<file path="config.mk">
export PLATFORM = sky130hd
export DESIGN_NAME = sd_cmd_controller
export DESIGN_NICKNAME = d
export VERILOG_FILES = /design/src/verilog/sd_bus_pkg.sv /design/src/verilog/sd_host_pkg.sv /design/src/verilog/sd_cmd_controller.sv /design/src/verilog/sd_cmd_serial_host.sv /design/src/verilog/sd_cmd_master.sv /design/src/verilog/sd_cmd_queue.sv /design/src/verilog/sd_clock_divider.sv
export VERILOG_INCLUDE_DIRS = /design/src /design/src/verilog
export SDC_FILE = /design/constraint.sdc
export NUM_CORES = 1
export LEC_CHECK = 0
export ABC_AREA = 1
export BUFFER_PORTS_ARGS = -buffer_cell sky130_fd_sc_hd__clkbuf_2
export CAP_MARGIN = 20
export CORE_ASPECT_RATIO = 1.2
export CORE_MARGIN = 5
export CORE_UTILIZATION = 64
export DETAILED_ROUTE_END_ITERATION = 8
export PLACE_DENSITY = 0.87
export SETUP_SLACK_MARGIN = 0.1
export SYNTH_ARGS = -nofsm -noshare
export SYNTH_HDL_FRONTEND = slang
export SYNTH_HIERARCHICAL = 1
export SYNTH_SLANG_ARGS = --single-unit
</file>
<file path="constraint.sdc">
create_clock -name aclk_i -period 10.6 [get_ports aclk_i]
set_input_delay 1.59 -clock aclk_i [delete_from_list [all_inputs] [get_ports aclk_i]]
set_output_delay 1.59 -clock aclk_i [all_outputs]
set_load 0.01 [all_outputs]
</file>
<file path="src/verilog/sd_consts.svh">
`ifndef SD_CONSTS_SVH
`define SD_CONSTS_SVH

// command line field widths
`define SD_ARG_W        32
`define SD_INDEX_W      6
`define SD_CRC_W        7

// clock divisor width
`define SD_DIV_W        8

// token is everything ahead of the CRC
`define SD_TOKEN_W      40
`define SD_FRAME_BITS   48

// queue entries, also the credits the host starts with
`define CMD_QUEUE_DEPTH 2

// SD clock periods from command end bit to response start bit
`define SD_NCR_MAX      64

`endif
</file>
<file path="src/verilog/sd_bus_pkg.sv">
`default_nettype none

`include "sd_consts.svh"

package sd_bus_pkg;

    // fields as they appear on the command line
    typedef logic [`SD_INDEX_W-1:0] sd_index_t;
    typedef logic [`SD_ARG_W-1:0]   sd_arg_t;
    typedef logic [`SD_CRC_W-1:0]   sd_crc7_t;

    // first 40 bits of a command frame, msb goes out first
    typedef struct packed {
        logic      start;
        logic      transmission;
        sd_index_t index;
        sd_arg_t   argument;
    } sd_token_t;

    // short responses only
    typedef enum logic [0:0] {
        RESP_NONE = 1'b0,
        RESP_48   = 1'b1
    } sd_resp_kind_t;

    // serial host FSM
    typedef enum logic [2:0] {
        HOST_IDLE = 3'd0,
        HOST_TX   = 3'd1,
        HOST_WAIT = 3'd2,
        HOST_RX   = 3'd3,
        HOST_DONE = 3'd4
    } sd_host_state_t;

endpackage

`default_nettype wire

</file>
<file path="src/verilog/sd_host_pkg.sv">
`default_nettype none

`include "sd_consts.svh"

package sd_host_pkg;

    // half period of the SD clock minus one, in aclk cycles
    typedef logic [`SD_DIV_W-1:0] sd_div_t;

    // one queued command
    typedef struct packed {
        sd_bus_pkg::sd_index_t     index;
        sd_bus_pkg::sd_arg_t       argument;
        sd_bus_pkg::sd_resp_kind_t resp_kind;
    } cmd_req_t;

    // error flags of a finished command
    typedef struct packed {
        logic timeout;
        logic crc_err;
        logic index_err;
    } cmd_status_t;

    // record handed back to the host
    typedef struct packed {
        sd_bus_pkg::sd_index_t index;
        cmd_status_t           status;
        sd_bus_pkg::sd_arg_t   payload;
    } cmd_rsp_t;

endpackage

`default_nettype wire

</file>
<file path="src/verilog/sd_cmd_controller.sv">
`default_nettype none

module sd_cmd_controller (
    input  wire logic                  aclk_i,
    input  wire logic                  rst_n_i,
    input  wire sd_host_pkg::sd_div_t  divisor_i,
    input  wire logic                  req_valid_i,
    input  wire sd_host_pkg::cmd_req_t req_i,
    output logic                       credit_o,
    output logic                       rsp_valid_o,
    output sd_host_pkg::cmd_rsp_t      rsp_o,
    output logic                       sd_clk_o,
    output logic                       sd_cmd_o,
    output logic                       sd_cmd_oe_o,
    input  wire logic                  sd_cmd_i
);

    // edge strobes in the aclk domain
    logic sd_rise;
    logic sd_fall;

    // queue to master
    sd_host_pkg::cmd_req_t head;
    logic                  head_valid;
    logic                  pop;

    // master to serial host
    sd_bus_pkg::sd_token_t     token;
    sd_bus_pkg::sd_resp_kind_t resp_kind;
    logic                      start;
    logic                      done;
    sd_bus_pkg::sd_index_t     rx_index;
    sd_bus_pkg::sd_arg_t       rx_payload;
    sd_host_pkg::cmd_status_t  rx_status;

    sd_clock_divider sd_clock_divider_i (
        .aclk_i    (aclk_i),
        .rst_n_i   (rst_n_i),
        .divisor_i (divisor_i),
        .sd_clk_o  (sd_clk_o),
        .sd_rise_o (sd_rise),
        .sd_fall_o (sd_fall)
    );

    sd_cmd_queue sd_cmd_queue_i (
        .aclk_i       (aclk_i),
        .rst_n_i      (rst_n_i),
        .push_i       (req_valid_i),
        .req_i        (req_i),
        .pop_i        (pop),
        .head_o       (head),
        .head_valid_o (head_valid),
        .credit_o     (credit_o)
    );

    sd_cmd_master sd_cmd_master_i (
        .aclk_i       (aclk_i),
        .rst_n_i      (rst_n_i),
        .head_i       (head),
        .head_valid_i (head_valid),
        .pop_o        (pop),
        .token_o      (token),
        .resp_kind_o  (resp_kind),
        .start_o      (start),
        .done_i       (done),
        .rx_index_i   (rx_index),
        .rx_payload_i (rx_payload),
        .rx_status_i  (rx_status),
        .rsp_valid_o  (rsp_valid_o),
        .rsp_o        (rsp_o)
    );

    sd_cmd_serial_host sd_cmd_serial_host_i (
        .aclk_i       (aclk_i),
        .rst_n_i      (rst_n_i),
        .sd_rise_i    (sd_rise),
        .sd_fall_i    (sd_fall),
        .token_i      (token),
        .resp_kind_i  (resp_kind),
        .start_i      (start),
        .done_o       (done),
        .rx_index_o   (rx_index),
        .rx_payload_o (rx_payload),
        .rx_status_o  (rx_status),
        .sd_cmd_o     (sd_cmd_o),
        .sd_cmd_oe_o  (sd_cmd_oe_o),
        .sd_cmd_i     (sd_cmd_i)
    );

endmodule

`default_nettype wire

</file>
<file path="src/verilog/sd_cmd_serial_host.sv">
`default_nettype none

`include "sd_consts.svh"

module sd_cmd_serial_host (
    input  wire logic                      aclk_i,
    input  wire logic                      rst_n_i,
    input  wire logic                      sd_rise_i,
    input  wire logic                      sd_fall_i,
    input  wire sd_bus_pkg::sd_token_t     token_i,
    input  wire sd_bus_pkg::sd_resp_kind_t resp_kind_i,
    input  wire logic                      start_i,
    output logic                           done_o,
    output sd_bus_pkg::sd_index_t          rx_index_o,
    output sd_bus_pkg::sd_arg_t            rx_payload_o,
    output sd_host_pkg::cmd_status_t       rx_status_o,
    output logic                           sd_cmd_o,
    output logic                           sd_cmd_oe_o,
    input  wire logic                      sd_cmd_i
);

    localparam int FRAME_W = `SD_FRAME_BITS;
    localparam int CNT_W   = $clog2(FRAME_W + 1);
    localparam int NCR_W   = $clog2(`SD_NCR_MAX);

    localparam logic [CNT_W-1:0] TOKEN_BITS = CNT_W'(`SD_TOKEN_W);
    localparam logic [CNT_W-1:0] END_BIT    = CNT_W'(FRAME_W - 1);
    localparam logic [CNT_W-1:0] FRAME_BITS = CNT_W'(FRAME_W);
    localparam logic [NCR_W-1:0] NCR_LAST   = NCR_W'(`SD_NCR_MAX - 1);

    sd_bus_pkg::sd_host_state_t state;
    sd_bus_pkg::sd_resp_kind_t  kind_q;
    sd_bus_pkg::sd_crc7_t       crc;
    logic [FRAME_W-1:0]         shreg;
    logic [CNT_W-1:0]           bit_cnt;
    logic [NCR_W-1:0]           ncr_cnt;
    logic                       tx_bit;
    logic                       timeout_q;
    logic                       crc_err_q;

    // CRC7, x^7 + x^3 + 1, one bit per call
    function automatic sd_bus_pkg::sd_crc7_t crc7_next(input sd_bus_pkg::sd_crc7_t c,
                                                       input logic din);
        logic fb;
        fb = din ^ c[6];
        return {c[5:0], 1'b0} ^ (fb ? 7'h09 : 7'h00);
    endfunction

    // token bits, then CRC msb first, then end bit
    always_comb begin
        if (bit_cnt < TOKEN_BITS) begin
            tx_bit = shreg[FRAME_W-1];
        end else if (bit_cnt < END_BIT) begin
            tx_bit = crc[6];
        end else begin
            tx_bit = 1'b1;
        end
    end

    always_ff @(posedge aclk_i) begin
        if (!rst_n_i) begin
            state       <= sd_bus_pkg::HOST_IDLE;
            sd_cmd_o    <= 1'b1;
            sd_cmd_oe_o <= 1'b0;
            timeout_q   <= 1'b0;
            crc_err_q   <= 1'b0;
            bit_cnt     <= '0;
            ncr_cnt     <= '0;
        end else begin
            case (state)
                sd_bus_pkg::HOST_IDLE: begin
                    if (start_i) begin
                        state     <= sd_bus_pkg::HOST_TX;
                        bit_cnt   <= '0;
                        timeout_q <= 1'b0;
                        crc_err_q <= 1'b0;
                    end
                end
                sd_bus_pkg::HOST_TX: begin
                    if (sd_fall_i) begin
                        if (bit_cnt == FRAME_BITS) begin
                            // end bit has had its full period
                            sd_cmd_o    <= 1'b1;
                            sd_cmd_oe_o <= 1'b0;
                            ncr_cnt     <= '0;
                            state       <= (kind_q == sd_bus_pkg::RESP_48) ?
                                           sd_bus_pkg::HOST_WAIT : sd_bus_pkg::HOST_DONE;
                        end else begin
                            sd_cmd_o    <= tx_bit;
                            sd_cmd_oe_o <= 1'b1;
                            bit_cnt     <= bit_cnt + 1'b1;
                        end
                    end
                end
                sd_bus_pkg::HOST_WAIT: begin
                    if (sd_rise_i) begin
                        if (!sd_cmd_i) begin
                            state   <= sd_bus_pkg::HOST_RX;
                            bit_cnt <= CNT_W'(1);
                        end else if (ncr_cnt == NCR_LAST) begin
                            timeout_q <= 1'b1;
                            state     <= sd_bus_pkg::HOST_DONE;
                        end else begin
                            ncr_cnt <= ncr_cnt + 1'b1;
                        end
                    end
                end
                sd_bus_pkg::HOST_RX: begin
                    if (sd_rise_i) begin
                        bit_cnt <= bit_cnt + 1'b1;
                        if (bit_cnt == END_BIT) begin
                            // received CRC sits in the low bits before the end bit shifts in
                            crc_err_q <= (shreg[6:0] != crc);
                            state     <= sd_bus_pkg::HOST_DONE;
                        end
                    end
                end
                default: begin
                    state <= sd_bus_pkg::HOST_IDLE;
                end
            endcase
        end
    end

    // shift register and CRC are shared by both directions
    always_ff @(posedge aclk_i) begin
        if (state == sd_bus_pkg::HOST_IDLE && start_i) begin
            shreg  <= {token_i, 8'hff};
            crc    <= '0;
            kind_q <= resp_kind_i;
        end else if (state == sd_bus_pkg::HOST_TX && sd_fall_i && bit_cnt != FRAME_BITS) begin
            shreg <= {shreg[FRAME_W-2:0], 1'b1};
            crc   <= (bit_cnt < TOKEN_BITS) ? crc7_next(crc, tx_bit) : {crc[5:0], 1'b0};
        end else if (state == sd_bus_pkg::HOST_WAIT && sd_rise_i) begin
            // start bit is zero, so the CRC stays zero after it
            shreg <= {shreg[FRAME_W-2:0], sd_cmd_i};
            crc   <= '0;
        end else if (state == sd_bus_pkg::HOST_RX && sd_rise_i) begin
            shreg <= {shreg[FRAME_W-2:0], sd_cmd_i};
            if (bit_cnt < TOKEN_BITS) begin
                crc <= crc7_next(crc, sd_cmd_i);
            end
        end
    end

    assign done_o       = (state == sd_bus_pkg::HOST_DONE);
    assign rx_index_o   = shreg[45:40];
    assign rx_payload_o = shreg[39:8];

    always_comb begin
        rx_status_o.timeout   = timeout_q;
        rx_status_o.crc_err   = crc_err_q;
        rx_status_o.index_err = 1'b0;
    end

    // the line is only driven while a command goes out
    assert property (@(posedge aclk_i) disable iff (!rst_n_i)
        sd_cmd_oe_o |-> (state == sd_bus_pkg::HOST_TX));

endmodule

`default_nettype wire

</file>
<file path="src/verilog/sd_cmd_master.sv">
`default_nettype none

module sd_cmd_master (
    input  wire logic                       aclk_i,
    input  wire logic                       rst_n_i,
    input  wire sd_host_pkg::cmd_req_t      head_i,
    input  wire logic                       head_valid_i,
    output logic                            pop_o,
    output sd_bus_pkg::sd_token_t           token_o,
    output sd_bus_pkg::sd_resp_kind_t       resp_kind_o,
    output logic                            start_o,
    input  wire logic                       done_i,
    input  wire sd_bus_pkg::sd_index_t      rx_index_i,
    input  wire sd_bus_pkg::sd_arg_t        rx_payload_i,
    input  wire sd_host_pkg::cmd_status_t   rx_status_i,
    output logic                            rsp_valid_o,
    output sd_host_pkg::cmd_rsp_t           rsp_o
);

    logic                     busy;
    logic                     no_payload;
    sd_host_pkg::cmd_status_t status;

    // take a new head only when nothing is in flight
    assign pop_o = head_valid_i & ~busy;

    always_ff @(posedge aclk_i) begin
        if (!rst_n_i) begin
            busy        <= 1'b0;
            start_o     <= 1'b0;
            rsp_valid_o <= 1'b0;
        end else begin
            if (pop_o) begin
                busy <= 1'b1;
            end else if (done_i) begin
                busy <= 1'b0;
            end
            start_o     <= pop_o;
            rsp_valid_o <= done_i;
        end
    end

    // token and kind stay put for the whole command
    always_ff @(posedge aclk_i) begin
        if (pop_o) begin
            token_o.start        <= 1'b0;
            token_o.transmission <= 1'b1;
            token_o.index        <= head_i.index;
            token_o.argument     <= head_i.argument;
            resp_kind_o          <= head_i.resp_kind;
        end
    end

    // index check is meaningless without a response
    always_comb begin
        status           = rx_status_i;
        status.index_err = (resp_kind_o == sd_bus_pkg::RESP_48) && !rx_status_i.timeout &&
                           (rx_index_i != token_o.index);
    end

    assign no_payload = (resp_kind_o == sd_bus_pkg::RESP_NONE) || rx_status_i.timeout;

    always_ff @(posedge aclk_i) begin
        if (done_i) begin
            rsp_o.index   <= token_o.index;
            rsp_o.status  <= status;
            rsp_o.payload <= no_payload ? '0 : rx_payload_i;
        end
    end

    // a second start before the serial host finishes would clobber its frame
    assert property (@(posedge aclk_i) disable iff (!rst_n_i)
        (busy && !done_i) |=> !start_o);

endmodule

`default_nettype wire

</file>
<file path="src/verilog/sd_cmd_queue.sv">
`default_nettype none

`include "sd_consts.svh"

module sd_cmd_queue (
    input  wire logic                  aclk_i,
    input  wire logic                  rst_n_i,
    input  wire logic                  push_i,
    input  wire sd_host_pkg::cmd_req_t req_i,
    input  wire logic                  pop_i,
    output sd_host_pkg::cmd_req_t      head_o,
    output logic                       head_valid_o,
    output logic                       credit_o
);

    localparam int DEPTH = `CMD_QUEUE_DEPTH;
    localparam int PTR_W = (DEPTH > 1) ? $clog2(DEPTH) : 1;
    localparam int CNT_W = $clog2(DEPTH + 1);

    localparam logic [PTR_W-1:0] PTR_LAST = PTR_W'(DEPTH - 1);
    localparam logic [CNT_W-1:0] CNT_FULL = CNT_W'(DEPTH);

    sd_host_pkg::cmd_req_t mem [DEPTH];

    logic [PTR_W-1:0] wr_ptr;
    logic [PTR_W-1:0] rd_ptr;
    logic [CNT_W-1:0] count;

    // payload storage
    always_ff @(posedge aclk_i) begin
        if (push_i) begin
            mem[wr_ptr] <= req_i;
        end
    end

    always_ff @(posedge aclk_i) begin
        if (!rst_n_i) begin
            wr_ptr   <= '0;
            rd_ptr   <= '0;
            count    <= '0;
            credit_o <= 1'b0;
        end else begin
            if (push_i) begin
                wr_ptr <= (wr_ptr == PTR_LAST) ? '0 : wr_ptr + 1'b1;
            end
            if (pop_i) begin
                rd_ptr <= (rd_ptr == PTR_LAST) ? '0 : rd_ptr + 1'b1;
            end
            case ({push_i, pop_i})
                2'b10:   count <= count + 1'b1;
                2'b01:   count <= count - 1'b1;
                default: count <= count;
            endcase
            // each popped entry hands one credit back
            credit_o <= pop_i;
        end
    end

    assign head_o       = mem[rd_ptr];
    assign head_valid_o = (count != '0);

    // host must hold a credit to push
    assert property (@(posedge aclk_i) disable iff (!rst_n_i)
        !(push_i && (count == CNT_FULL)));

    // master only takes a head that is there
    assert property (@(posedge aclk_i) disable iff (!rst_n_i)
        !(pop_i && (count == '0)));

endmodule

`default_nettype wire

</file>
<file path="src/verilog/sd_clock_divider.sv">
`default_nettype none

module sd_clock_divider (
    input  wire logic                aclk_i,
    input  wire logic                rst_n_i,
    input  wire sd_host_pkg::sd_div_t divisor_i,
    output logic                     sd_clk_o,
    output logic                     sd_rise_o,
    output logic                     sd_fall_o
);

    sd_host_pkg::sd_div_t cnt;
    logic                 tick;

    // last cycle of the current half period
    // >= keeps us safe when the divisor shrinks on the fly
    assign tick = (cnt >= divisor_i);

    always_ff @(posedge aclk_i) begin
        if (!rst_n_i) begin
            cnt      <= '0;
            sd_clk_o <= 1'b0;
        end else begin
            if (tick) begin
                cnt      <= '0;
                sd_clk_o <= ~sd_clk_o;
            end else begin
                cnt <= cnt + 1'b1;
            end
        end
    end

    // strobes sit in the cycle just before the edge they announce
    assign sd_rise_o = tick & ~sd_clk_o;
    assign sd_fall_o = tick & sd_clk_o;

endmodule

`default_nettype wire

</file>
# [Word level (Yosys, flattened, before mapping)]
# Memory sizes are Yosys's and may differ from the RTL's. A register that Yosys moved wholly into a read port is not among the register bits.
# Index checks and enable logic that the tools add are counted.
[op_classes] addsub=7 mul=0 div=0 order_cmp=3 eq_ne=24 shift=0 n_mux=53 bitwise_logic=11 reduce_logical=30
[ops] op="48-bit two-way mux" count=3
[ops] op="6-bit two-way mux" count=11
[ops] op="46-bit two-way mux" count=1
[ops] op="7-bit two-way mux" count=5
[ops] op="3-bit two-way mux" count=9
[ops] op="6-bit one-hot mux with 4 select lines" count=1
[ops] op="6-bit equality test (second input constant)" count=3
[ops] op="1-bit two-way mux" count=16
[ops] op="7-bit AND reduction" count=2
[ops] op="2-bit nonzero test" count=7
[ops] op="7-bit bitwise XOR" count=2
[ops] op="6-bit by 1-bit adder with 6-bit output (second input constant)" count=2
[ops] op="6-bit less-than comparator (second input constant)" count=2
[ops] op="2-bit by 1-bit != test with 1-bit output (second input constant)" count=6
[ops] op="3-bit one-hot mux with 4 select lines" count=1
[ops] op="6-bit one-hot mux with 2 select lines" count=1
[ops] op="2-bit != test (second input constant)" count=5
[ops] op="8-bit by 1-bit adder with 8-bit output (second input constant)" count=1
[ops] op="8-bit greater-or-equal comparator" count=1
[ops] op="4-bit two-way mux" count=2
[ops] op="4-bit nonzero test" count=2
[ops] op="1-bit logical AND" count=7
[ops] op="7-bit != test" count=1
[ops] op="3-bit by 2-bit equality test with 1-bit output (second input constant)" count=2
[ops] op="other kinds (24)" count=35
[totals] reg_bits=132 latch_bits=0 ram_bits=78 romBits=0 inputBits=51 mem_count=1
[memory_table] name="sd_cmd_queue_i.mem" depth=2 word_bits=39 read_ports=1 rd_ports_with_merged_regs=1 wr=1 line_no="sd_cmd_queue.sv:23" rtl="sd_host_pkg::cmd_req_t mem [DEPTH];"

# [Logic depth before layout (Yosys ltp)]
[depth] depth_word=8 mapped_depth=19 ltp_nobuf=19

# [Hierarchy]
# The synthesis kept the hierarchy.
[modules_own_cells] mod="sd_cmd_serial_host" n_inst=1 cells_per_inst=524 area_each_um2=4055.1 seq_area_each_um2=1911.8
[modules_own_cells] mod="sd_cmd_queue" n_inst=1 cells_per_inst=157 area_each_um2=3109.2 seq_area_each_um2=2462.4
[modules_own_cells] mod="sd_cmd_master" n_inst=1 cells_per_inst=202 area_each_um2=3034.2 seq_area_each_um2=2462.4
[modules_own_cells] mod="sd_clock_divider" n_inst=1 cells_per_inst=82 area_each_um2=631.9 seq_area_each_um2=180.2

# [Worst setup path after synthesis]
# OpenSTA, ideal clock, no wires.
[synth_path] kind="input -> register" from="input divisor_i[7]" to="register sd_cmd_serial_host_i.shreg[10] (enable)" setup_ps=531 arrival_ps=3674 slack_ps=6395 path_stages=13 n_path_buf=0 path_cell_list="inv_1 -> ha_1 -> a21o_1 -> nor2_4 -> nand3_2 -> nand2_1 -> inv_1 -> inv_1 -> nor2_1 -> inv_1 -> nand2_8 -> inv_1 -> nand2_1"
[synth_lines] element="from (decl)" line_no="sd_cmd_controller.sv:6" rtl="input wire sd_host_pkg::sd_div_t divisor_i,"
[synth_lines] element="8-bit greater-or-equal comparator (*)" line_no="sd_clock_divider.sv:17" rtl="assign tick = (cnt >= divisor_i);"
[synth_lines] element="1-bit bitwise AND (*)" line_no="sd_clock_divider.sv:34" rtl="assign sd_rise_o = tick & ~sd_clk_o;"
[synth_lines] element="named net sd_rise" line_no="sd_cmd_controller.sv:19" rtl="logic sd_rise;"
[synth_lines] element="1-bit logical AND, on equally long branches" line_no="sd_cmd_serial_host.sv:138, sd_cmd_serial_host.sv:134"
[synth_lines] element="4-bit nonzero test (no source line) (*)"
[synth_lines] element="to (signal assigned)" line_no="sd_cmd_serial_host.sv:132" rtl="shreg <= {shreg[FRAME_W-2:0], 1'b1};"
[synth_lines] element="to (signal assigned)" line_no="sd_cmd_serial_host.sv:136" rtl="shreg <= {shreg[FRAME_W-2:0], sd_cmd_i};"
[synth_lines] element="to (signal assigned)" line_no="sd_cmd_serial_host.sv:139" rtl="shreg <= {shreg[FRAME_W-2:0], sd_cmd_i};"
[synth_lines] element="to (decl)" line_no="sd_cmd_serial_host.sv:34" rtl="logic [FRAME_W-1:0] shreg;"
# Mark *: on every way through the listed nets, which the timed path passes. The rest lies on a longest branch.
# A chain may end at the register's enable or synchronous reset.

# [Worst setup path in the final report]
[layout_path] from="input divisor_i[1]" to="register sd_cmd_serial_host_i.shreg[15] (enable)"
# Same word-level chain as after synthesis.

==> summary.md <==
| Metric | Value |
|---|---|
| Reg2reg setup slack | 7.53 ns |
| CTS tree | done |
| CORE AREA | 16700 um2 |
| Crit share post-route | 36.4% |
| Status | completed |
| Mapped Nets | 1027 |
| Path length in cells of the critical path | 17 |
| Final setup fails | 0 |
| PortBufs | 96 |
| Io pins | 97 |
| Drt first pass iters | 5 |
| Worst-Skew Late Latency | 0.51 ns |
| Total grt overflow | 0 |
| Reg2reg end | sd_cmd_serial_host_i/shreg[15] |
| Relative slew slack | 31.6% |
| CTS buffer count | 24 |
| Fin area | 12000 um2 |
| Fin. Hold Viols | 0 |
| Pwr Total | 2.93 mW |
| Fin. max-slew vios | 0 |
| Synth Cell Area | 10800 um2 |
| RSZ-0062 raised after global routing | no |
| DP Area | 11200 um2 |
| YS warnings | 6 |
| Hold slack | 0.433 ns |
| GR Util All Layers | 19.3% |
| DR vias/cell | 5.24 |
| CTS sink count | 251 |
| Initial DRC count | 532 |
| CP delay by family, top | simple AND/OR/NAND/NOR gates |
| Worst min path class | flip-flop to flip-flop |
| Wire per inst | 14.7 um |
| # rows | 52 |
| Vias post-DR | 6623 |
| PwrDens | 244 nW/um2 |
| Origin of the worst setup path | divisor_i[1] |
| Fmax | 259 MHz |
| WP buf/inv | 6 |
| Final GP Congestion | 0.854 |
| DRT antenna net count | 0 |
| Crit path capture type | flip-flop |
| Largest net degree at the start of global routing | 59 |
| Worst-path clk slew | 0.06 ns |
| CTS root buf | clkbuf_16 |
| Largest stage delay, worst path | 0.57 ns |
| Initial antenna violation count | 0 |
| Worst slew pin tran | 1.03 ns |
| Maximum clock path buffer count | 3 |
| Fin nets | 1096 |
| Crit Path Max Fanout | 40 |
| First-pass GRT wire length | 31100 um |
| Setup_tns | 0 ns |
| CP required | 10.63 ns |
| Worst-path cell chain | clkbuf_2 -> inv_1 -> ha_1 -> nand2_1 -> nand2_1 -> nand2_1 -> nand2_1 -> nand2_1 -> nand3_2 -> nand2_1 -> inv_1 -> inv_1 -> nor2_1 -> inv_1 -> nand2_8 -> inv_1 -> nand2_2 |
| Fin crit period | 3.86 ns |
| Syn Inst Count | 963 |
| Commonest cells after routing, fill and taps aside | 248 x nand2_1, 199 x edfxtp_1, 108 x inv_1 |
| Element type at the critical path start | input pin |
| Layout cells sized above 1 | 24.3% |
| Vias in the first global route | 6662 |
| Max VDD drop | 0.000164 V |
| Diode count | 0 |
| Commonest non-fill, non-tap cell in the layout | nand2_1 |
| Max Cap Viol | 0 |
| Cells on worst reg2reg path | 15 |
| H-tree levels | 1 |
| Mapped Avg Cell Area | 11.2 um2 |
| Number of gates resized after cts | 0 |
| Post-CTS setup buffers | 0 |
| Initial core utilization | 64.7% |
| Most used cell, CP | nand2_1 |
| Worst path slowest cell | nand2_2 |
| Pleak | 5.04 nW |
| Setup CP Type | input pin to flip-flop |
| Post-route DRC | 0 |
| Layout fillers | 1101 |
| Area grow syn2layout | 11.0% |
| Clock Skews | 0.00944 ns |
| Die ar. | 19600 um2 |
| Final wirelength | 18600 um |
| Width of the chip | 129 um |
| Critical path arrival | 3.89 ns |
| Die height | 152 um |
| Hold bufs inserted after CTS | 0 |
| Critical path capture point | sd_cmd_serial_host_i/shreg[15] |
| Fin util | 71.8% |
| HPWL after DPL | 12200 um |
| R2r startpoint | sd_clock_divider_i/cnt[3] |
==> layout make-up <==
class	count	area [um2]	area share (%)
clock buffers	29	651	5.42
flip-flops and latches	251	7020	58.4
multi-input cells	537	2950	24.6
repair buffers	103	566	4.71
inverters	115	433	3.60
clock inverters	14	123	1.02
well taps	216	270	2.25
==> flip-flops by register name (all words and copies together) (netlist names), 2 cells and up, named ones only <==
name / count
sd_clock_divider_i/cnt: 8
sd_cmd_master_i/rsp_o: 41
sd_cmd_master_i/token_o: 38
sd_cmd_queue_i/count: 2
sd_cmd_queue_i/mem: 78
sd_cmd_serial_host_i/bit_cnt: 6
sd_cmd_serial_host_i/crc: 7
sd_cmd_serial_host_i/ncr_cnt: 6
sd_cmd_serial_host_i/shreg: 48
sd_cmd_serial_host_i/state: 3
==> per-stage QoR <==
| step | setup slack (ns) | cells |
|---|---|---|
| after detailed placement | 6.26 | 1221 |
| final | 6.74 | 1265 |
| after floorplan | 6.40 | 963 |
| after global routing | 6.51 | 1265 |
| after CTS | 6.78 | 1264 |
| after global placement | 6.36 | 1220 |
==> power breakdown <==
group	leakage [nW]	switching (mW)	internal (mW)
Clock	0.384	0.344	0.486
Combinational	2.39	0.431	0.232
Sequential	2.27	0.116	1.32
Total	5.04	0.891	2.03
==> worst min-delay path by stage <==
stage	startpoint	end	slack (ns)	cells after the start
4_1_cts	sd_cmd_serial_host_i/crc_err_q	sd_cmd_master_i/rsp_o[33]	0.44	0
3_5_place_dp	sd_cmd_serial_host_i/crc_err_q	sd_cmd_master_i/rsp_o[33]	0.42	0
5_1_grt	sd_cmd_serial_host_i/crc_err_q	sd_cmd_master_i/rsp_o[33]	0.45	0
3_3_place_gp	sd_cmd_serial_host_i/crc_err_q	sd_cmd_master_i/rsp_o[33]	0.42	0
6_report	sd_cmd_serial_host_i/crc_err_q	sd_cmd_master_i/rsp_o[33]	0.43	0
2_1_floorplan	sd_cmd_master_i/resp_kind_o	sd_cmd_serial_host_i/kind_q	0.43	0
==> metal layers <==
metal	routed length (um)	GRT usage, %
met3	1100	3.16
met5	0	0
met4	462	6.55
met1	7640	24.8
met2	9380	33.1
No activity file was read; power rests on OpenSTA's default activity.
